===== src/include/ts_replace_config.svh =====
`ifndef TS_REPLACE_CONFIG_SVH
`define TS_REPLACE_CONFIG_SVH

// ########################################
// transport stream sizes
// ########################################
`define TS_PACKET_BYTES 188
`define TS_WORD_BYTES 4
`define TS_GROUP_WORDS 47
`define TS_SYNC_BYTE 8'h47
`define TS_PID_WIDTH 13

// replacement store
`define TS_PID_SLOTS 4
`define TS_REPLACE_GROUPS 2

// ########################################
// register port and address map
// ########################################
`define TS_DATA_WIDTH 32
`define TS_ADDR_WIDTH 12
`define TS_ADDR_CTRL 12'h000
`define TS_ADDR_PID_BASE 12'h100
`define TS_ADDR_DATA_BASE 12'h400

// ctrl word and pid word bit positions
`define TS_CTRL_MATCH_EN_BIT 0
`define TS_CTRL_BYPASS_BIT 1
`define TS_PID_ENABLE_BIT 16

`endif

===== src/hw/ts_replace_pkg.sv =====
`default_nettype none
`include "ts_replace_config.svh"

package ts_replace_pkg;

	localparam int RAM_WORDS = `TS_REPLACE_GROUPS * `TS_GROUP_WORDS;
	localparam int RAM_AW = $clog2(RAM_WORDS);
	localparam int BYTE_AW = $clog2(RAM_WORDS * `TS_WORD_BYTES);
	localparam int CNT_W = $clog2(`TS_PACKET_BYTES);
	localparam int GROUP_W = (`TS_REPLACE_GROUPS > 1) ? $clog2(`TS_REPLACE_GROUPS) : 1;
	localparam int SLOT_W = (`TS_PID_SLOTS > 1) ? $clog2(`TS_PID_SLOTS) : 1;

	typedef logic [`TS_ADDR_WIDTH-1:0] reg_addr_t;
	typedef logic [`TS_DATA_WIDTH-1:0] reg_data_t;
	typedef logic [RAM_AW-1:0] ram_addr_t;
	typedef logic [BYTE_AW-1:0] byte_addr_t;
	typedef logic [CNT_W-1:0] byte_cnt_t;
	typedef logic [GROUP_W-1:0] group_idx_t;
	typedef logic [SLOT_W-1:0] pid_idx_t;

	// one stream byte, sync marks head of packet
	typedef struct packed {
		logic [7:0] data;
		logic       sync;
	} ts_beat_t;

	typedef struct packed {
		logic                     enable;
		logic [`TS_PID_WIDTH-1:0] pid;
	} pid_entry_t;

	typedef pid_entry_t [`TS_PID_SLOTS-1:0] pid_table_t;

	typedef struct packed {
		reg_addr_t addr;
		reg_data_t data;
	} reg_wr_t;

	typedef enum logic [1:0] {
		REGION_CTRL,
		REGION_PID,
		REGION_DATA,
		REGION_NONE
	} reg_region_e;

	typedef enum logic {ST_PASS, ST_REPLACE} replace_state_e;

endpackage

`default_nettype wire


===== src/hw/replace_packet_ram.sv =====
`timescale 1ns/1ns
`default_nettype none
`include "ts_replace_config.svh"

module replace_packet_ram (
	input  logic                       S_AXI_ACLK,
	input  logic                       we,
	input  ts_replace_pkg::ram_addr_t  waddr,
	input  ts_replace_pkg::reg_data_t  wdata,
	input  ts_replace_pkg::ram_addr_t  raddr,
	output ts_replace_pkg::reg_data_t  rdata,
	input  ts_replace_pkg::byte_addr_t byte_addr,
	output logic [7:0]                 byte_data
);

	localparam int LANE_W = $clog2(`TS_WORD_BYTES);

	ts_replace_pkg::reg_data_t mem [ts_replace_pkg::RAM_WORDS];

	ts_replace_pkg::ram_addr_t byte_word;
	logic [LANE_W-1:0]         byte_lane;
	ts_replace_pkg::reg_data_t byte_word_data;

	// ########################################
	// word port, registers side
	// ########################################
	always_ff @(posedge S_AXI_ACLK) begin
		if (we)
			mem[waddr] <= wdata;
		rdata <= mem[raddr]; // one cycle read
	end

	// ########################################
	// byte port, stream side
	// ########################################
	// group base is a multiple of 188 so byte/4 gives the word directly
	assign byte_word = ts_replace_pkg::ram_addr_t'(byte_addr / `TS_WORD_BYTES);
	assign byte_lane = LANE_W'(byte_addr % `TS_WORD_BYTES);

	assign byte_word_data = mem[byte_word];
	assign byte_data = byte_word_data[8*byte_lane +: 8]; // lane 0 in bits 7:0

	// regs decode must keep data writes inside the store
	a_waddr_range: assert property (@(posedge S_AXI_ACLK)
		we |-> (waddr < ts_replace_pkg::RAM_WORDS));

endmodule

`default_nettype wire


===== config.mk =====
export PLATFORM = sky130hd
export DESIGN_NAME = replace_packet_ram
export DESIGN_NICKNAME = d
export VERILOG_FILES = /design/src/hw/ts_replace_pkg.sv /design/src/hw/replace_packet_ram.sv
export VERILOG_INCLUDE_DIRS = /design/src /design/src/include
export SDC_FILE = /design/constraint.sdc
export NUM_CORES = 2
export LEC_CHECK = 0
export BUFFER_PORTS_ARGS = -buffer_cell sky130_fd_sc_hd__buf_2
export CAP_MARGIN = 20
export CORE_UTILIZATION = 45
export CTS_CLUSTER_DIAMETER = 100
export DETAILED_ROUTE_END_ITERATION = 8
export REMOVE_ABC_BUFFERS = 1
export SLEW_MARGIN = 5
export SYNTH_ARGS = -nofsm -noshare
export SYNTH_HDL_FRONTEND = slang
export SYNTH_SLANG_ARGS = --single-unit

===== constraint.sdc =====
create_clock -name S_AXI_ACLK -period 5.3 [get_ports S_AXI_ACLK]
set_clock_uncertainty 0.15 [all_clocks]
set_input_delay 0.53 -clock S_AXI_ACLK [delete_from_list [all_inputs] [get_ports S_AXI_ACLK]]
set_output_delay 0.53 -clock S_AXI_ACLK [all_outputs]
set_load 0.01 [all_outputs]

==> impl.org <==
** Logic synthesis
- In this run, synthesis produced a sequential element count of 3,040.
- Count of warnings emitted by yosys :: 0
- Top area cells in the synthesized netlist :: edfxtp_1, mux4_2, mux2i_1
- Number of enable-type register cells in the synthesized netlist :: 3,008
- In this run the mean area of a mapped cell was between 20 and 25 um^2.
- Cell area after technology mapping :: 140,200 um^2
- Cells after synthesis :: about 6.5k
- Proportion of synthesized chip area in sequential cells :: 64.89%
- The largest total area in the synthesized netlist belongs to edfxtp_1.
- Synth top cells by count :: edfxtp_1, mux4_2, mux2i_1, clkbuf_1, buf_2
- Of the post-synthesis cell area, the dominant cell type holds between 60% and 70%.
- Count leader, synth :: edfxtp_1
- In the synthesized netlist the dominant register cell turns out to be edfxtp_1.
- After synthesis, the netlist uses 60 different library cells.
- After synthesis, the share of flip-flops with an asynchronous set or reset is 0%.

** Detailed routing
- For this run, the detailed router's first-pass iteration total came to 6.
- 1st-iter DRT viols :: 12.05k
- Total wire length :: 490,800 um
- Number of vias after detailed routing :: 80.15k
- Using the TritonRoute via totals, the vias-per-cell ratio works out to 7.066.
- Count of antenna-violating nets left after detailed routing :: 0
- Avg WL per Cell :: 43.27 um
- DRC Markers :: 0

** Power
- Maximum VDD drop :: 0.2496 mV
- Total power of the final layout :: 0.05395 W
- Total leakage power :: 49.79 nW
- Power spread over the standard cell area amounts to 338.4 nW/um^2.

** Placed design
- Total half-perimeter wirelength after legalization and detailed placement :: 301,100 um
- The congestion estimate from routability-driven global placement came to 0.8836.
- Placement Setup Slack :: 0.03898 ns
- Count of buffers from port buffering :: 96

** Layout
- Layout Nets :: 7,012
- Measured on the finished design, the core utilization comes to 51.54%.
- Layout area overhead :: 13.73%
- Filler Cell Count :: 24.12k
- In the final layout, the share of cells above drive strength 1 is 40.66%.

** STA
- Post-layout minimum cycle time :: 5.242 ns
- Maximum clock frequency :: ~190 MHz
- Final Hold Fails :: 0
- Setup repair after global routing left no endpoint under its margin.
- Worst Max-Slew Pin Slew :: 1.214 ns
- Min Hold Slack :: between 0.05 and 0.06 ns
- Worst relative slew slack :: 18.83%
- Worst Slack Setup Final :: 0.05791 ns
- Final Max Slew Viols :: 0
- Period utilisation layout :: 98.91%
- Setup violations remaining at the end of the flow were counted as 0.
- Setup Total Neg Slack :: 0 ns

** CTS
- H-Tree Level Count :: 5
- Latest clock arrival within the worst-skew pair :: ~0.89 ns
- Clock-pin slew was measured on the worst setup and hold paths at 0.06 ns.
- Clock tree sinks :: 3,040
- Maximum buffer depth of the clock tree :: 4
- Clock tree root buffer cell :: clkbuf_16
- TritonCTS built the clock tree.
- TritonCTS created around 330 clock buffers.

** Floorplan
- In this run the vertical extent of the chip is between 500 and 600 um.
- Initial cell density of the core :: 45.32%
- Die X :: 560.2 um
- slightly below 100 I/O pins were placed.
- Core area :: between 300,000 and 400,000 um^2
- The die covers 313,800 um^2.
- Site Rows :: just over 200

** Worst setup path
- In this run the worst path has a maximum fanout of 40.
- Required time reported for the critical path endpoint :: roughly 4.6 ns
- Data arrival at the endpoint of the critical path :: about 4.6 ns
- Startpoint types :: input pin
- Setup slack on the worst reg-to-reg path comes out at approximately 2.0 ns.
- Grouping stages by cell kind, the critical path spends the most delay in simple AND/OR/NAND/NOR gates.
- Critical Path End Type :: output pin
- For this design, the slowest cell found on the critical path is nor4_1.
- Buffer and inverter count on the worst path :: 5
- Cells along the critical path :: buf_8, buf_12, nor2_2, buf_4, a221oi_1, nor2_1, nor4_1, nor3_1, a32o_1, nor3_1, buf_4, buf_2
- Delay contributed by the slowest stage of the critical path :: 0.91 ns
- The critical path in this run is classified as input pin to output pin.

** GRT
- The first global-routing pass estimated 671,400 um of wire.
- Vias in the first global route :: 79.89k
- Entering global routing, the biggest net connects 97 pins.
- Total global routing overflow :: 0
- The initial antenna violation count is 43.
- For this run, the total global-route usage over all layers was measured as 31.24%.

** Hold path
- Class of the tightest hold or removal check :: input pin to flip-flop

** Job
- Total of max-cap violations :: 0

** Run status
- The run finished with clean final reports.
## state kept, by name, indices dropped and copies added (netlist names)
signal	flops
mem	3008
rdata	32
## path summary, 6_finish.rpt
path | start | end | depth (start not counted)
worst max-delay path | byte_addr[4] | byte_data[1] | 12
worst min-delay path | wdata[5] | mem[74][5] | 1
worst max register to register | mem[38][2] | rdata[2] | 6
worst min register to register | mem[92][13] | rdata[13] | 4
## routing by layer
layer | global-route usage (%) | wire, um | share of wire, % | vias to the layer above
met5 | 0 | 193 | 0.039 | -
met2 | 48.65 | 229200 | 47 | 5412
met3 | 7.608 | 55860 | 11 | 1035
met1 | 42.34 | 182500 | 37 | 43930
li1 | - | - | - | 29740
met4 | 13.06 | 23130 | 4.7 | 28
## report_power, final
| part | total (W) | internal (W) | leakage, nW | switching [W] |
|---|---|---|---|---|
| Sequential | 0.0266 | 0.0265 | 27.3 | 0.0000586 |
| Combinational | 0.00475 | 0.00188 | 17.4 | 0.00286 |
| Clock | 0.0226 | 0.0131 | 5.05 | 0.00954 |
| Total | 0.0540 | 0.0415 | 49.8 | 0.0125 |
## final cells by class
| type | count | area, um^2 | area share, % |
|---|---|---|---|
| flip-flops and latches | 3040 | 90970 | 57.05 |
| multi-input cells | 2963 | 47260 | 29.64 |
| clock buffers | 407 | 8753 | 5.490 |
| repair buffers | 617 | 5630 | 3.531 |
| well taps | 4120 | 5155 | 3.233 |
| clock inverters | 174 | 1604 | 1.006 |
| diodes | 17 | 42.54 | 0.02668 |
| inverters | 5 | 31.28 | 0.01962 |
## stage by stage
stage / cell area [um^2] / std cells
4_1_cts: 159400 / 11330
5_1_grt: 159400 / 11330
3_3_place_gp: 148900 / 10740
3_5_place_dp: 149000 / 10740
6_report: 159400 / 11340
2_1_floorplan: 137500 / 6008
## repair_timing
action                     4_1_cts  5_1_grt
hold buffers                     8        0
setup buffers                    0        0
resized for setup                0        1
hold endpoints to repair       211        0
setup endpoints to repair        0        1
## logic make-up (layout without fill, tap and decap cells)
family	count (synthesis)	count (layout)	share of synthesized area (%)
flip-flops	3040	3040	64.89
multiplexers	2010	2010	29.42
buffers and inverters	522	1203	1.921
AND/OR/NAND/NOR	521	521	1.657
AO/OA/AOI/OAI	432	432	2.111
other	0	17	0
## placed cells by master, fill, tap and decap left out, types with 21 or more instances in the layout
master	instances
mux4_2	1682
a31oi_1	22
clkinv_1	63
nand3_1	50
buf_12	90
nor2_1	74
buf_4	434
o221ai_1	35
a21oi_1	107
bufinv_16	28
edfxtp_1	3008
a221oi_1	21
buf_2	78
clkinv_2	52
nor2b_1	36
dfxtp_1	32
clkbuf_16	335
nor2_4	83
nor3_1	22
mux2_2	67
mux2i_1	261
o22ai_1	43
o21ai_0	44
nand2_1	174
clkbuf_1	62
a22oi_1	39
(Power assumes the default switching activity.)
