### src/include/ts_replace_config.svh
`ifndef TS_REPLACE_CONFIG_SVH
`define TS_REPLACE_CONFIG_SVH

// ########################################
// transport stream sizes
// ########################################
`define TS_PACKET_BYTES 188
`define TS_WORD_BYTES 4
`define TS_GROUP_WORDS 47
`define TS_SYNC_BYTE 8'h47
`define TS_PID_WIDTH 13

// replacement store
`define TS_PID_SLOTS 4
`define TS_REPLACE_GROUPS 2

// ########################################
// register port and address map
// ########################################
`define TS_DATA_WIDTH 32
`define TS_ADDR_WIDTH 12
`define TS_ADDR_CTRL 12'h000
`define TS_ADDR_PID_BASE 12'h100
`define TS_ADDR_DATA_BASE 12'h400

// ctrl word and pid word bit positions
`define TS_CTRL_MATCH_EN_BIT 0
`define TS_CTRL_BYPASS_BIT 1
`define TS_PID_ENABLE_BIT 16

`endif
### src/hw/ts_replace_pkg.sv
`default_nettype none
`include "ts_replace_config.svh"

package ts_replace_pkg;

	localparam int RAM_WORDS = `TS_REPLACE_GROUPS * `TS_GROUP_WORDS;
	localparam int RAM_AW = $clog2(RAM_WORDS);
	localparam int BYTE_AW = $clog2(RAM_WORDS * `TS_WORD_BYTES);
	localparam int CNT_W = $clog2(`TS_PACKET_BYTES);
	localparam int GROUP_W = (`TS_REPLACE_GROUPS > 1) ? $clog2(`TS_REPLACE_GROUPS) : 1;
	localparam int SLOT_W = (`TS_PID_SLOTS > 1) ? $clog2(`TS_PID_SLOTS) : 1;

	typedef logic [`TS_ADDR_WIDTH-1:0] reg_addr_t;
	typedef logic [`TS_DATA_WIDTH-1:0] reg_data_t;
	typedef logic [RAM_AW-1:0] ram_addr_t;
	typedef logic [BYTE_AW-1:0] byte_addr_t;
	typedef logic [CNT_W-1:0] byte_cnt_t;
	typedef logic [GROUP_W-1:0] group_idx_t;
	typedef logic [SLOT_W-1:0] pid_idx_t;

	// one stream byte, sync marks head of packet
	typedef struct packed {
		logic [7:0] data;
		logic       sync;
	} ts_beat_t;

	typedef struct packed {
		logic                     enable;
		logic [`TS_PID_WIDTH-1:0] pid;
	} pid_entry_t;

	typedef pid_entry_t [`TS_PID_SLOTS-1:0] pid_table_t;

	typedef struct packed {
		reg_addr_t addr;
		reg_data_t data;
	} reg_wr_t;

	typedef enum logic [1:0] {
		REGION_CTRL,
		REGION_PID,
		REGION_DATA,
		REGION_NONE
	} reg_region_e;

	typedef enum logic {ST_PASS, ST_REPLACE} replace_state_e;

endpackage

`default_nettype wire

### src/hw/ts_pid_replacer.sv
`timescale 1ns/1ns
`default_nettype none
`include "ts_replace_config.svh"

module ts_pid_replacer (
	input  logic                       S_AXI_ACLK,
	input  logic                       S_AXI_ARESETN,
	input  logic                       ts_in_valid,
	input  ts_replace_pkg::ts_beat_t   ts_in,
	input  logic                       match_enable,
	input  logic                       bypass,
	input  ts_replace_pkg::pid_table_t pid_table,
	output ts_replace_pkg::byte_addr_t byte_addr,
	input  logic [7:0]                 byte_data,
	output logic                       ts_out_valid,
	output ts_replace_pkg::ts_beat_t   ts_out,
	output logic                       matched
);

	localparam int LAST_BYTE = `TS_PACKET_BYTES - 1;

	ts_replace_pkg::ts_beat_t [2:0] dly; // dly[0] newest

	ts_replace_pkg::replace_state_e state;
	ts_replace_pkg::byte_cnt_t      byte_cnt;
	ts_replace_pkg::group_idx_t     group_idx;
	ts_replace_pkg::group_idx_t     active_group;
	ts_replace_pkg::group_idx_t     group_next;

	logic [`TS_PID_WIDTH-1:0] rx_pid;
	logic [`TS_PID_SLOTS-1:0] slot_hit;
	logic                     head_seen;
	logic                     hit;
	logic                     replace_now;

	// ########################################
	// delay line
	// ########################################
	always_ff @(posedge S_AXI_ACLK) begin
		if (!S_AXI_ARESETN)
			dly <= '0;
		else if (ts_in_valid)
			dly <= {dly[1:0], ts_in};
	end

	// ########################################
	// sync and pid detection
	// ########################################
	// in: 2nd pid byte, dly[0]: 1st pid byte, dly[1]: sync byte
	assign rx_pid = {dly[0].data[4:0], ts_in.data};
	assign head_seen = ts_in_valid && dly[1].sync && (dly[1].data == `TS_SYNC_BYTE);

	always_comb begin
		for (int i = 0; i < `TS_PID_SLOTS; i++)
			slot_hit[i] = pid_table[i].enable && (pid_table[i].pid == rx_pid);
	end

	assign hit = head_seen && match_enable && !bypass && (|slot_hit);

	assign group_next = (group_idx == ts_replace_pkg::group_idx_t'(`TS_REPLACE_GROUPS - 1)) ?
		'0 : group_idx + 1'b1;

	// ########################################
	// replace FSM
	// ########################################
	always_ff @(posedge S_AXI_ACLK) begin
		if (!S_AXI_ARESETN) begin
			state <= ts_replace_pkg::ST_PASS;
			byte_cnt <= '0;
			group_idx <= '0;
			active_group <= '0;
		end else if (ts_in_valid) begin
			if (state == ts_replace_pkg::ST_REPLACE) begin
				if (byte_cnt == ts_replace_pkg::byte_cnt_t'(LAST_BYTE)) begin
					state <= ts_replace_pkg::ST_PASS;
					byte_cnt <= '0;
				end else begin
					byte_cnt <= byte_cnt + 1'b1;
				end
			end
			// a new head can coincide with the last replaced byte
			if (hit) begin
				state <= ts_replace_pkg::ST_REPLACE;
				byte_cnt <= '0;
				active_group <= group_idx;
				group_idx <= group_next;
			end
		end
	end

	assign replace_now = (state == ts_replace_pkg::ST_REPLACE) && !bypass;
	assign byte_addr = ts_replace_pkg::byte_addr_t'(active_group * `TS_PACKET_BYTES + byte_cnt);

	// ########################################
	// output
	// ########################################
	always_ff @(posedge S_AXI_ACLK) begin
		if (!S_AXI_ARESETN) begin
			ts_out_valid <= 1'b0;
			matched <= 1'b0;
		end else begin
			ts_out_valid <= ts_in_valid;
			if (ts_in_valid)
				matched <= replace_now;
		end
	end

	always_ff @(posedge S_AXI_ACLK) begin
		if (ts_in_valid) begin
			ts_out.sync <= dly[2].sync; // sync kept from original
			ts_out.data <= replace_now ? byte_data : dly[2].data;
		end
	end

	a_out_follows_in: assert property (@(posedge S_AXI_ACLK) disable iff (!S_AXI_ARESETN)
		ts_out_valid |-> $past(ts_in_valid));
	a_byte_cnt_range: assert property (@(posedge S_AXI_ACLK) disable iff (!S_AXI_ARESETN)
		byte_cnt < `TS_PACKET_BYTES);

endmodule

`default_nettype wire

### config.mk
export PLATFORM = sky130hd
export DESIGN_NAME = ts_pid_replacer
export DESIGN_NICKNAME = d
export VERILOG_FILES = /design/src/hw/ts_replace_pkg.sv /design/src/hw/ts_pid_replacer.sv
export VERILOG_INCLUDE_DIRS = /design/src /design/src/include
export SDC_FILE = /design/constraint.sdc
export NUM_CORES = 1
export LEC_CHECK = 0
export ABC_AREA = 1
export BUFFER_PORTS_ARGS = -buffer_cell sky130_fd_sc_hd__buf_2
export CORE_AREA = 4 4 85 87
export CTS_BUF_LIST = sky130_fd_sc_hd__clkbuf_8
export DETAILED_ROUTE_END_ITERATION = 16
export DIE_AREA = 0 0 89 91
export PLACE_DENSITY = 0.76
export REMOVE_ABC_BUFFERS = 1
export SLEW_MARGIN = 15
export SYNTH_ARGS = -nofsm -noshare
export SYNTH_HDL_FRONTEND = slang
export SYNTH_SLANG_ARGS = --single-unit
### constraint.sdc
create_clock -name S_AXI_ACLK -period 1.79 [get_ports S_AXI_ACLK]
set_input_delay 0.358 -clock S_AXI_ACLK [delete_from_list [all_inputs] [get_ports S_AXI_ACLK]]
set_output_delay 0.358 -clock S_AXI_ACLK [all_outputs]
set_load 0.005 [all_outputs]
==> impl_metrics.tcl <==
set metrics [dict create \
    antenna_found_initial 0 \
    r2r_setup_slack_ns 0.14 \
    power_switching_mw 0.633 \
    status "finished, violations left" \
    crit_path_end_kind "output port" \
    grt_max_degree 36 \
    cts_htree_levels 2 \
    post-route-period-util 1.16 \
    p_leak_nw 2.11 \
    power_mw 2.55 \
    post-place-ws_ns -0.220 \
    cts_hold_buf 0 \
    grt_first_pass_wirelength_um 13300 \
    synth_cell_types 26 \
    wl_per_cell_um 11.7 \
    cp.arrival_ns 1.72 \
    start_kind "flip-flop" \
    worstPathRequired_ns 1.43 \
    crit_fanout 6 \
    max-cap-violations 0 \
    rows 29 \
    synthCells 469 \
    synth_area_leaders "dfxtp_1, nand2_1, edfxtp_1" \
    synth_area_mm2 0.00302 \
    die_w_um 89 \
    vias 3215 \
    slew_violations 0 \
    p_int_mw 1.92 \
    setup_slack_ns -0.286 \
    first_pass_iters 4 \
    final-seq-area_mm2 0.00108 \
    cts.clk_slew.worst_paths_ns 0.09 \
    pwr-share-seq 0.470 \
    tightest_slew_ns 0.436 \
    synthMuxAreaShare 0.0261 \
    power_density_mw_per_mm2 644 \
    ios 98 \
    totalWireLength_um 7760 \
    worst_r2r_endpoint "byte_cnt[4]" \
    nets 669 \
    synth_adder_area_share 0.0315 \
    clock-root-buffer "clkbuf_8" \
    ff2ff_path_depth 11 \
    first_global_vias 3125 \
    dr.first_iter.drc_count 157 \
    max_freq_ghz 0.482 \
    period_minus_slack_ns 2.08 \
    swShare 0.248 \
    ys.warnings.count 0 \
    initial_core_util 0.476 \
    setup_viol 6 \
    synth_seq_cells 49 \
    die_y_um 91 \
    synthToLayoutAreaGrowth_pct 31.2 \
    post_synth_xor_area_fraction 0.0522 \
    hold_path_class "in2reg" \
    cts_buffers 5 \
    route.detailed.drc 0 \
    dieArea_mm2 0.00810 \
    hpwl_um 6060 \
    overflow 0 \
    grt_use_total 0.200 \
    gp_congestion 0.837 \
    vias_per_cell 4.86 \
    cts_tree "done" \
    cts_sinks 49 \
    final_common_cell "nand2_1" \
    synth_top_family_by_area "simple AND/OR/NAND/NOR gates" \
    clock_power_share 0.364 \
    pwr-share-comb 0.166 \
    setup_tns_ns -1.35 \
    synth_area_leader_cell "dfxtp_1" \
    yosys.area.top_type_share 0.265 \
    fin_skew_ns 0.00790 \
    dp_cells 653 \
    portBuffers 97 \
    synth-simple-area-share 0.310 \
    stdcell_count 662 \
    drive_gt1_frac 0.279 \
    drtAntennaViolNets 0 \
    avgSynthCellArea_um2 6.45 \
    rr_startpoint "dly[3]" \
    ys_seq_area_frac 0.354 \
    final_cell_mix "nand2_1, buf_2, nor2_1" \
    coreArea_mm2 0.00635 \
    clk_path_buf_depth 2 \
    worst_skew_pair.late_latency_ns 0.30 \
    multi_input_area_mm2 0.00172 \
    hp-start "ts_in[0]" \
    synth-compound-area-share 0.122 \
    rsz0062_at_grt "yes" \
    nFillCells 590 \
    hold_depth 3 \
    max-slew-margin-rel 0.708 \
    holdPathEnd "dly[0]" \
    diodes 0 \
    report.final.hold_viol_count 0 \
    violations "setup timing" \
    path_class "reg2out" \
    peakVddDrop_uv 459 \
]
per-layer routing:
layer | GRT usage | part of all wire | routed length [um]
met5 | 0 | 0 | 0
met4 | 0.0533 | 0.015 | 117
met2 | 0.347 | 0.49 | 3840
met1 | 0.253 | 0.42 | 3280
met3 | 0.0326 | 0.067 | 522
cell usage after synthesis, drive strengths merged:
cell type  number
a211oi          1
a21oi          29
a31o            1
buf             6
clkbuf          7
clkinv          2
dfxtp          40
edfxtp          9
fa              1
ha              6
inv            63
mux2            7
nand2         150
nand3          13
nand4           6
nor2           70
nor4            1
o21ai          39
xnor2          10
xor2            8
power by group through the flow:
stage	logic, mW	clock network (mW)	registers, mW
floorplan	0.207	0	1.23
CTS	0.421	0.947	1.20
detailed placement	0.419	0	1.23
global placement	0.409	0	1.23
global route	0.490	0.990	1.21
finish	0.425	0.929	1.20
state kept, by name, indices dropped and copies added, names as in the netlist:
| signal | count |
|---|---|
| state | 1 |
| matched | 1 |
| ts_out_valid | 1 |
| byte_cnt | 8 |
| active_group | 1 |
| dly | 27 |
| group_idx | 1 |
| ts_out | 9 |
worst max-delay path: stages (launching register included):
cell	delay, ns
dfxtp_4	0.42
ha_4	0.15
inv_4	0.04
fa_2	0.36
o21ai_2	0.16
xor2_1	0.16
buf_2	0.13
cell families (layout without fill, tap and decap cells):
group | Yosys count | count (layout)
xor+xnor | 18 | 18
simple gates | 240 | 240
flops | 49 | 49
buf+inv | 78 | 194
mux | 7 | 7
compound gates | 70 | 70
fa+ha+maj | 7 | 7
stage by stage:
stage | hold slack [ns] | instance area (um^2) | util
after global placement | 0.410 | 3720 | 0.586
after floorplan | 0.403 | 2950 | -
after detailed placement | 0.417 | 3720 | 0.586
final | 0.275 | 3970 | 0.624
after global routing | 0.292 | 3970 | 0.624
after CTS | 0.275 | 3930 | 0.619
final cells by class:
type	instances	area share
Clock buffer	5	0.0174
Clock inverter	3	0.0164
Timing Repair Buffer	121	0.173
Inverter	65	0.0628
Sequential cell	49	0.272
Multi-Input combinational cell	342	0.434
Tap cell	77	0.0243
worst max-delay path by stage:
stage | start | to | slack, ns
6_report | active_group | byte_addr[6] | -0.29
5_1_grt | active_group | byte_addr[7] | -0.37
4_1_cts | active_group | byte_addr[6] | -0.28
3_5_place_dp | active_group | byte_addr[6] | -0.22
3_3_place_gp | active_group | byte_addr[8] | -0.11
2_1_floorplan | active_group | byte_addr[8] | -0.01
repair_timing:
action                     4_1_cts  5_1_grt
pin swaps                        1        2
hold endpoints to repair         0        0
resized for setup               15       15
buffers inserted                 0        1
setup endpoints to repair        6       15
Note: power is estimated with default switching activity, not from simulation.
