$ cat config.mk
export PLATFORM = sky130hd
export DESIGN_NAME = replace_regs
export DESIGN_NICKNAME = d
export VERILOG_FILES = /design/src/hw/ts_replace_pkg.sv /design/src/hw/replace_regs.sv
export VERILOG_INCLUDE_DIRS = /design/src /design/src/include
export SDC_FILE = /design/constraint.sdc
export NUM_CORES = 1
export LEC_CHECK = 0
export BUFFER_PORTS_ARGS = -buffer_cell sky130_fd_sc_hd__buf_2
export CAP_MARGIN = 20
export CORE_ASPECT_RATIO = 1.1
export CORE_MARGIN = 3
export CORE_UTILIZATION = 46
export CTS_CLUSTER_DIAMETER = 100
export DETAILED_ROUTE_END_ITERATION = 10
export PLACE_DENSITY = 0.95
export RECOVER_POWER = 25
export SLEW_MARGIN = 20
export SYNTH_ARGS = -nofsm -noshare
export SYNTH_HDL_FRONTEND = slang
export SYNTH_SLANG_ARGS = --single-unit
$ cat constraint.sdc
create_clock -name S_AXI_ACLK -period 3 [get_ports S_AXI_ACLK]
set_input_delay 0.75 -clock S_AXI_ACLK [delete_from_list [all_inputs] [get_ports S_AXI_ACLK]]
set_output_delay 0.75 -clock S_AXI_ACLK [all_outputs]
set_load 0.05 [all_outputs]
$ cat src/include/ts_replace_config.svh
`ifndef TS_REPLACE_CONFIG_SVH
`define TS_REPLACE_CONFIG_SVH

// ########################################
// transport stream sizes
// ########################################
`define TS_PACKET_BYTES 188
`define TS_WORD_BYTES 4
`define TS_GROUP_WORDS 47
`define TS_SYNC_BYTE 8'h47
`define TS_PID_WIDTH 13

// replacement store
`define TS_PID_SLOTS 4
`define TS_REPLACE_GROUPS 2

// ########################################
// register port and address map
// ########################################
`define TS_DATA_WIDTH 32
`define TS_ADDR_WIDTH 12
`define TS_ADDR_CTRL 12'h000
`define TS_ADDR_PID_BASE 12'h100
`define TS_ADDR_DATA_BASE 12'h400

// ctrl word and pid word bit positions
`define TS_CTRL_MATCH_EN_BIT 0
`define TS_CTRL_BYPASS_BIT 1
`define TS_PID_ENABLE_BIT 16

`endif
$ cat src/hw/ts_replace_pkg.sv
`default_nettype none
`include "ts_replace_config.svh"

package ts_replace_pkg;

	localparam int RAM_WORDS = `TS_REPLACE_GROUPS * `TS_GROUP_WORDS;
	localparam int RAM_AW = $clog2(RAM_WORDS);
	localparam int BYTE_AW = $clog2(RAM_WORDS * `TS_WORD_BYTES);
	localparam int CNT_W = $clog2(`TS_PACKET_BYTES);
	localparam int GROUP_W = (`TS_REPLACE_GROUPS > 1) ? $clog2(`TS_REPLACE_GROUPS) : 1;
	localparam int SLOT_W = (`TS_PID_SLOTS > 1) ? $clog2(`TS_PID_SLOTS) : 1;

	typedef logic [`TS_ADDR_WIDTH-1:0] reg_addr_t;
	typedef logic [`TS_DATA_WIDTH-1:0] reg_data_t;
	typedef logic [RAM_AW-1:0] ram_addr_t;
	typedef logic [BYTE_AW-1:0] byte_addr_t;
	typedef logic [CNT_W-1:0] byte_cnt_t;
	typedef logic [GROUP_W-1:0] group_idx_t;
	typedef logic [SLOT_W-1:0] pid_idx_t;

	// one stream byte, sync marks head of packet
	typedef struct packed {
		logic [7:0] data;
		logic       sync;
	} ts_beat_t;

	typedef struct packed {
		logic                     enable;
		logic [`TS_PID_WIDTH-1:0] pid;
	} pid_entry_t;

	typedef pid_entry_t [`TS_PID_SLOTS-1:0] pid_table_t;

	typedef struct packed {
		reg_addr_t addr;
		reg_data_t data;
	} reg_wr_t;

	typedef enum logic [1:0] {
		REGION_CTRL,
		REGION_PID,
		REGION_DATA,
		REGION_NONE
	} reg_region_e;

	typedef enum logic {ST_PASS, ST_REPLACE} replace_state_e;

endpackage

`default_nettype wire

$ cat src/hw/replace_regs.sv
`timescale 1ns/1ns
`default_nettype none
`include "ts_replace_config.svh"

module replace_regs (
	input  logic                       S_AXI_ACLK,
	input  logic                       S_AXI_ARESETN,
	input  logic                       wr_strobe,
	input  ts_replace_pkg::reg_wr_t    wr,
	input  logic                       rd_strobe,
	input  ts_replace_pkg::reg_addr_t  rd_addr,
	output logic                       rd_valid,
	output ts_replace_pkg::reg_data_t  rd_data,
	output logic                       ram_we,
	output ts_replace_pkg::ram_addr_t  ram_waddr,
	output ts_replace_pkg::reg_data_t  ram_wdata,
	output ts_replace_pkg::ram_addr_t  ram_raddr,
	input  ts_replace_pkg::reg_data_t  ram_rdata,
	output logic                       match_enable,
	output logic                       bypass,
	output ts_replace_pkg::pid_table_t pid_table
);

	ts_replace_pkg::reg_region_e wr_region;
	ts_replace_pkg::reg_region_e rd_region;
	ts_replace_pkg::pid_idx_t    wr_pid_idx;
	ts_replace_pkg::pid_idx_t    rd_pid_idx;
	ts_replace_pkg::reg_data_t   rd_word;
	ts_replace_pkg::reg_data_t   rd_word_q;
	logic                        rd_from_ram_q;

	function automatic ts_replace_pkg::reg_region_e decode(
		input ts_replace_pkg::reg_addr_t a
	);
		if (a == `TS_ADDR_CTRL)
			return ts_replace_pkg::REGION_CTRL;
		else if (a >= `TS_ADDR_PID_BASE && a < `TS_ADDR_PID_BASE + `TS_PID_SLOTS)
			return ts_replace_pkg::REGION_PID;
		else if (a >= `TS_ADDR_DATA_BASE &&
				a < `TS_ADDR_DATA_BASE + ts_replace_pkg::RAM_WORDS)
			return ts_replace_pkg::REGION_DATA;
		else
			return ts_replace_pkg::REGION_NONE;
	endfunction

	assign wr_region = decode(wr.addr);
	assign rd_region = decode(rd_addr);
	assign wr_pid_idx = ts_replace_pkg::pid_idx_t'(wr.addr - `TS_ADDR_PID_BASE);
	assign rd_pid_idx = ts_replace_pkg::pid_idx_t'(rd_addr - `TS_ADDR_PID_BASE);

	// ########################################
	// write side
	// ########################################
	always_ff @(posedge S_AXI_ACLK) begin
		if (!S_AXI_ARESETN) begin
			match_enable <= 1'b0;
			bypass <= 1'b0;
			pid_table <= '0;
		end else if (wr_strobe) begin
			case (wr_region)
				ts_replace_pkg::REGION_CTRL: begin
					match_enable <= wr.data[`TS_CTRL_MATCH_EN_BIT];
					bypass <= wr.data[`TS_CTRL_BYPASS_BIT];
				end
				ts_replace_pkg::REGION_PID: begin
					pid_table[wr_pid_idx].pid <= wr.data[`TS_PID_WIDTH-1:0];
					pid_table[wr_pid_idx].enable <= wr.data[`TS_PID_ENABLE_BIT];
				end
				default: ; // data goes straight to ram
			endcase
		end
	end

	assign ram_we = wr_strobe && (wr_region == ts_replace_pkg::REGION_DATA);
	assign ram_waddr = ts_replace_pkg::ram_addr_t'(wr.addr - `TS_ADDR_DATA_BASE);
	assign ram_wdata = wr.data;

	// ########################################
	// read side
	// ########################################
	assign ram_raddr = (rd_region == ts_replace_pkg::REGION_DATA) ?
		ts_replace_pkg::ram_addr_t'(rd_addr - `TS_ADDR_DATA_BASE) : '0;

	always_comb begin
		rd_word = '0;
		case (rd_region)
			ts_replace_pkg::REGION_CTRL: begin
				rd_word[`TS_CTRL_MATCH_EN_BIT] = match_enable;
				rd_word[`TS_CTRL_BYPASS_BIT] = bypass;
			end
			ts_replace_pkg::REGION_PID: begin
				rd_word[`TS_PID_WIDTH-1:0] = pid_table[rd_pid_idx].pid;
				rd_word[`TS_PID_ENABLE_BIT] = pid_table[rd_pid_idx].enable;
			end
			default: ;
		endcase
	end

	always_ff @(posedge S_AXI_ACLK) begin
		if (!S_AXI_ARESETN) begin
			rd_valid <= 1'b0;
			rd_from_ram_q <= 1'b0;
		end else begin
			rd_valid <= rd_strobe;
			if (rd_strobe)
				rd_from_ram_q <= (rd_region == ts_replace_pkg::REGION_DATA);
		end
	end

	always_ff @(posedge S_AXI_ACLK) begin
		if (rd_strobe)
			rd_word_q <= rd_word;
	end

	// ram word lands together with rd_valid
	assign rd_data = rd_from_ram_q ? ram_rdata : rd_word_q;

	a_rd_latency: assert property (@(posedge S_AXI_ACLK) disable iff (!S_AXI_ARESETN)
		rd_strobe |=> rd_valid);

endmodule

`default_nettype wire

==> results of run 1 <==
[sequential cells by signal (all words and copies together), names as in the netlist]
signal / count
rd_word_q: 14
pid_table: 56
rd_valid: 1
match_enable: 1
rd_from_ram_q: 1
bypass: 1
[power groups by stage]
stage	clock, mW	sequential [mW]	combinational, mW
final	0.658	1.02	0.247
after detailed placement	0	1.04	0.250
after global routing	0.710	1.02	0.264
after CTS	0.670	1.02	0.251
after global placement	0	1.04	0.246
after floorplan	0	1.04	0.234
[cell families (layout without fill, tap and decap cells)]
group	Yosys count	count (layout)	share of synthesized area, %
AND/OR/NAND/NOR	139	139	21.69
buffers and inverters	65	220	11.07
AO/OA/AOI/OAI	63	63	9.147
multiplexers	33	33	13.70
flip-flops	74	74	44.40
[area by class of cell]
type | instances | area, sq um
clock inverter | 7 | 46.29
tap | 105 | 131.4
sequential | 74 | 1622
multi-input combinational | 235 | 1627
fill | 722 | 3032
inverter | 2 | 7.507
clock buffer | 9 | 123.9
timing repair buffer | 202 | 1008
[cells in the final DEF, fill, tap and decap left out, types with 7 or more instances in the layout]
master	count
mux2_2	16
nand3_1	57
o21ai_1	24
buf_2	175
and2_1	25
nor2b_1	15
mux4_2	12
edfxtp_1	14
dfxtp_1	60
o21ai_0	32
clkbuf_8	9
nand2_1	20
clkbuf_1	18
nor2_1	7
buf_4	8
[worst max-delay path by stage]
stage,slack [ns],end
finish,0.22,ram_raddr[6]
global route,0.16,ram_raddr[2]
CTS,0.26,ram_raddr[6]
detailed placement,0.27,ram_raddr[6]
global placement,0.36,ram_raddr[1]
floorplan,0.19,ram_we
[through the flow]
| step | utilization, % | instance area [sq um] |
|---|---|---|
| 3_3_place_gp | 58.35 | 4433 |
| 6_report | 60.10 | 4566 |
| 4_1_cts | 60.59 | 4603 |
| 2_1_floorplan | - | 3652 |
| 5_1_grt | 60.10 | 4566 |
| 3_5_place_dp | 58.35 | 4433 |
[worst max-delay path, delay by kind of cell]
kind / cells / cell delay, ns
AND/OR/NAND/NOR: 2 / 0.56
AO/OA/AOI/OAI: 1 / 0.37
buffers and inverters: 2 / 0.36
[metal layers]
metal  wire, um  vias up
met5          0        -
met4        119        0
met3        922       13
met2       5634      195
met1       3878     1542
li1           -     1597
==> metrics.md, run 1 <==
| Metric | Value |
|---|---|
| Synth top area share | `32.89%` |
| Switching portion of total power | `27.79%` |
| Inserted Diodes | `0` |
| Minimum clock period | `2.784 ns` |
| RSZ-0062 raised after global routing | `no` |
| Setup-failing EPs final | `0` |
| Busiest grt layer | `met2` |
| Worst Skew | `0.006793 ns` |
| Worst path most repeated cell | `buf_2` |
| CP Launch Type | `primary input` |
| Tightest Pin Transition | `between 1 and 1.5 ns` |
| CP max stage delay | `0.40 ns` |
| IO Pins | `230` |
| CP max FO | `7` |
| Logic pwr share | `12.8%` |
| Pre-CTS WS | `0.2651 ns` |
| Ratio of cells with drive above 1 in the final layout | `44.05%` |
| Die area | `9046 sq um` |
| Post-Layout Cell Count | `634` |
| Starting density of the core | `48.07%` |
| Hold buffers post-CTS | `0` |
| TritonCTS Buffers | `9` |
| I/O Buffers | `a little under 200` |
| CTS tree | `done` |
| Main synth FF type | `dfxtp_1` |
| FF+latch count, synth | `74` |
| Count leader, synth | `dfxtp_1` |
| Sequential power share | `53.0%` |
| Avg Cell Area, Syn | `slightly below 10 sq um` |
| Dominant cells by area after synthesis | `dfxtp_1 (33%), edfxtp_1 (12%), buf_4 (8.0%)` |
| Initial antenna violation count | `0` |
| YS warnings | `0` |
| DR iter-0 viols | `between 150 and 200` |
| Drt via density | `5.279` |
| Largest net degree at the start of global routing | `75` |
| Syn Nets | `466` |
| Final #Nets | `616` |
| Crit path DAT | `2.03 ns` |
| Mapped cell area | `around 3700 sq um` |
| Post-route DRC violation count | `0` |
| Post-CTS Resized | `0` |
| DR pass1 iterations | `4` |
| Final worst slack | `between 0.2 and 0.25 ns` |
| Synth unique cells | `31` |
| Dpl cells | `618` |
| Total number of vias | `3347` |
| Drt wl/cell | `roughly 17 um` |
| Total Routed Length | `10560 um` |
| Post-synth ARST share | `0%` |
| Die Height | `slightly below 100 um` |
| GPL Wtd Cong | `roughly 0.82` |
| Max-cap violations | `0` |
| H-tree depth | `3` |
| FF-to-FF End | `rd_word_q[11]` |
| Setup TNS | `0 ns` |
| DPL Wire Length | `8326 um` |
| Synth Instances | `374` |
| Reg2Reg Setup Slack | `1.75 ns` |
| Crit path capture type | `output port` |
| Grt ovf | `0` |
| First-pass GRT wire length | `about 16000 um` |
| Seq/Total Area, Yosys | `44.40%` |
| GRT Resource Usage Total | `~22%` |
| Core footprint | `about 7600 sq um` |
| Met3 GRT Util | `5.598%` |
| FP Rows | `33` |
| Die width | `90.96 um` |
| R2R Path Start | `pid_table[53]` |
| Clock Power Share | `34.2%` |
| Hold Slack | `approximately 0.48 ns` |
| Pleak | `2.062 nW` |
| Setup bufs post-CTS | `0` |
| Fmax | `0.3592 GHz` |
| CP Data Required Time | `around 2.3 ns` |
| Clock tree root driver cell | `clkbuf_8` |
| CTS sink cnt | `74` |
| Hold WC Path Type | `flip-flop to flip-flop` |
| Slowest cell on crit path | `nor3_1` |
| Int Pwr | `1.389 mW` |
| Number of synthesized flops with an enable pin | `14` |
| Clock insertion delay at the later pin of the skew report | `0.34 ns` |
| Yosys top cell by area | `dfxtp_1` |
| Post-route clock period utilization | `between 90% and 100%` |
| Met1 usage | `25.34%` |
| Hold path startpoint | `pid_table[11]` |
| Hold depth | `2` |
| Sw Pwr | `0.5345 mW` |
| ANT nets after route | `0` |
| Largest buffer count on any clock path | `2` |
| Crit-path cells | `buf_2 -> nor3_1 -> o2111a_1 -> and2_1 -> buf_2` |
| Clock transition at path regs | `~0.080 ns` |
| Final hold violations | `0` |
| PwrDens | `about 420 nW/um^2` |
| Cell depth of the worst flop-to-flop path | `2` |
| Max VDD drop | `0.3314 mV` |
| Area growth, synth to finish | `25.01%` |
| Crit path launch | `rd_addr[7]` |
| Worst Hold End | `pid_table[11]` |
| Status | `finished clean` |
| Most frequent cells after synthesis | `dfxtp_1 (60), nand3_1 (57), buf_4 (39)` |
| Worst slew margin | `roughly 6.3%` |
| Vias in the first global route | `3275` |
| Slew Viols, Final | `0` |
| Tot Pwr | `1.923 mW` |
| Crit path kind | `primary input to output port` |
| Met2 GRT Util | `41.62%` |
Power figures use the tool's default switching activity.
==> run 2, diff against run 1 <==
==> constraint.sdc (replaced) <==
create_clock -name S_AXI_ACLK -period 3 [get_ports S_AXI_ACLK]
set_input_delay 0.15 -clock S_AXI_ACLK [delete_from_list [all_inputs] [get_ports S_AXI_ACLK]]
set_output_delay 0.15 -clock S_AXI_ACLK [all_outputs]
set_load 0.05 [all_outputs]
==> metrics.md, run 2 (synthesized netlist as in run 1, its figures left out) <==
| Metric | Value |
|---|---|
| Status | `finished clean` |
| Slowest cell on crit path | `clkbuf_1` |
| Fill count | `roughly 700` |
| Post-CTS Resized | `0` |
| Die Height | `99.46 um` |
| Register area | `1622 sq um` |
| CTS tree | `done` |
| Worst slew margin | `19.44%` |
| Pre-CTS WS | `0.9651 ns` |
| GPL Wtd Cong | `0.8454` |
| Most frequent cells in the layout | `buf_2 (168), dfxtp_1 (60), nand3_1 (57)` |
| Vias in the first global route | `3105` |
| Biggest regs | `pid_table (56), rd_word_q (14)` |
| Cell depth of the worst flop-to-flop path | `2` |
| Reg2Reg Setup Slack | `about 1.7 ns` |
| CTS sink cnt | `74` |
| Die width | `roughly 91 um` |
| ANT nets after route | `0` |
| Initial antenna violation count | `0` |
| CP Data Required Time | `2.85 ns` |
| DR iter-0 viols | `202` |
| Largest net degree at the start of global routing | `55` |
| Slew Viols, Final | `0` |
| Area growth, synth to finish | `24.05%` |
| H-tree depth | `3` |
| Hold WC Path Type | `primary input to flip-flop` |
| Top reg by flops | `pid_table` |
| CP max stage delay | `0.87 ns` |
| Crit path DAT | `2.01 ns` |
| Largest buffer count on any clock path | `2` |
| DPL Wire Length | `8195 um` |
| Post-route DRC violation count | `0` |
| Crit path launch | `rd_addr[1]` |
| R2R Path Start | `rd_from_ram_q` |
| Total number of vias | `3283` |
| Setup TNS | `0 ns` |
| First-pass GRT wire length | `16040 um` |
| FP Rows | `33` |
| Fmax | `0.4639 GHz` |
| Inserted Diodes | `0` |
| Setup-failing EPs final | `0` |
| PwrDens | `443.0 nW/um^2` |
| Setup bufs post-CTS | `0` |
| CP Launch Type | `primary input` |
| Die area | `9046 sq um` |
| Crit path kind | `primary input to output port` |
| Final #Nets | `~610` |
| GRT Resource Usage Total | `between 20 and 25%` |
| Commonest non-fill, non-tap cell in the layout | `buf_2` |
| Clock tree root driver cell | `clkbuf_8` |
| Worst Skew | `0.008473 ns` |
| Hold depth | `3` |
| Crit path capture type | `output port` |
| Drt via density | `around 5.2` |
| RSZ-0062 raised after global routing | `no` |
| Minimum clock period | `2.155 ns` |
| Tightest Pin Transition | `between 1 and 1.5 ns` |
| DR pass1 iterations | `5` |
| Worst Hold End | `pid_table[8]` |
| Area of the multi-input gates | `approximately 1600 sq um` |
| Crit-path cells | `clkbuf_1 -> a41oi_1 -> o2111a_1 -> and2_1 -> buf_2` |
| I/O Buffers | `193` |
| FF-to-FF End | `rd_from_ram_q` |
| Clock insertion delay at the later pin of the skew report | `between 0.3 and 0.4 ns` |
| Starting density of the core | `48.07%` |
| Ratio of cells with drive above 1 in the final layout | `a little over two fifths` |
| Clock transition at path regs | `around 0.08 ns` |
| Pleak | `2.052 nW` |
| Hold path startpoint | `wr[8]` |
| Final hold violations | `0` |
| IO Pins | `230` |
| Core footprint | `7597 sq um` |
| Post-route clock period utilization | `71.85%` |
| Grt ovf | `0` |
| CP max FO | `19` |
| Drt wl/cell | `between 15 and 20 um` |
| Largest register FFs | `56` |
| Final worst slack | `0.8446 ns` |
| Hold buffers post-CTS | `0` |
| Max VDD drop | `0.2636 mV` |
| Max-cap violations | `0` |
| TritonCTS Buffers | `9` |
| Total Routed Length | `about 11000 um` |
## run 2: cell count changes in the layout (fill, tap and decap cells not counted)
| cell | delta |
|---|---|
| clkinv_1 | -1 |
| clkbuf_2 | -1 |
| o21ai_1 | +2 |
| buf_2 | -7 |
| clkinvlp_4 | -1 |
| clkbuf_1 | +7 |
| clkinv_2 | +1 |
| buf_4 | -6 |
| bufinv_16 | +1 |
| o21ai_0 | -2 |
## run 2: through the flow
step | total power, mW | instances | utilization (%) | hold WS, ns | cell area [sq um]
6_report | 2.007 | 627 | 59.63 | 0.1282 | 4531
4_1_cts | 2.024 | 627 | 60.05 | 0.1108 | 4562
3_5_place_dp | 1.290 | 611 | 57.49 | 0.3003 | 4368
2_1_floorplan | 1.279 | 374 | - | 0.2625 | 3652
5_1_grt | 2.071 | 627 | 59.63 | 0.1389 | 4531
3_3_place_gp | 1.284 | 611 | 57.49 | 0.3003 | 4368
## run 2: power breakdown
group / total, mW / switching [mW] / internal, mW
sequential: 1.02 / 0.00278 / 1.02
clock: 0.746 / 0.363 / 0.382
combinational: 0.241 / 0.171 / 0.0699
total: 2.01 / 0.537 / 1.47
## run 2: layout make-up
type | instances | share of cell area, %
Clock buffer | 9 | 2.734
Clock inverter | 7 | 1.547
Inverter | 2 | 0.1657
Multi-Input combinational cell | 235 | 35.90
Sequential cell | 74 | 35.79
Tap cell | 105 | 2.900
Timing Repair Buffer | 195 | 20.96
## run 2: how the worst max path moves through the flow
stage                    end  slack (ns)
2_1_floorplan         ram_we        1.39
3_3_place_gp    pid_table[8]        1.08
3_5_place_dp   pid_table[17]        0.97
4_1_cts           rd_data[6]        0.84
5_1_grt         ram_raddr[2]        0.72
6_report        ram_raddr[0]        0.84
## run 2: critical path, delay by kind of cell
family / cells / cell delay (ns)
AND/OR/NAND/NOR: 1 / 0.18
AO/OA/AOI/OAI: 2 / 0.60
buffers and inverters: 2 / 1.08
## run 2: metal layers
layer,track usage [%],share of wire (%),vias to the layer above
met2,40.88,54,178
met3,4.387,7.7,10
met1,25.02,37,1506
met5,0,0,-
met4,8.585,1.4,0
li1,-,-,1589
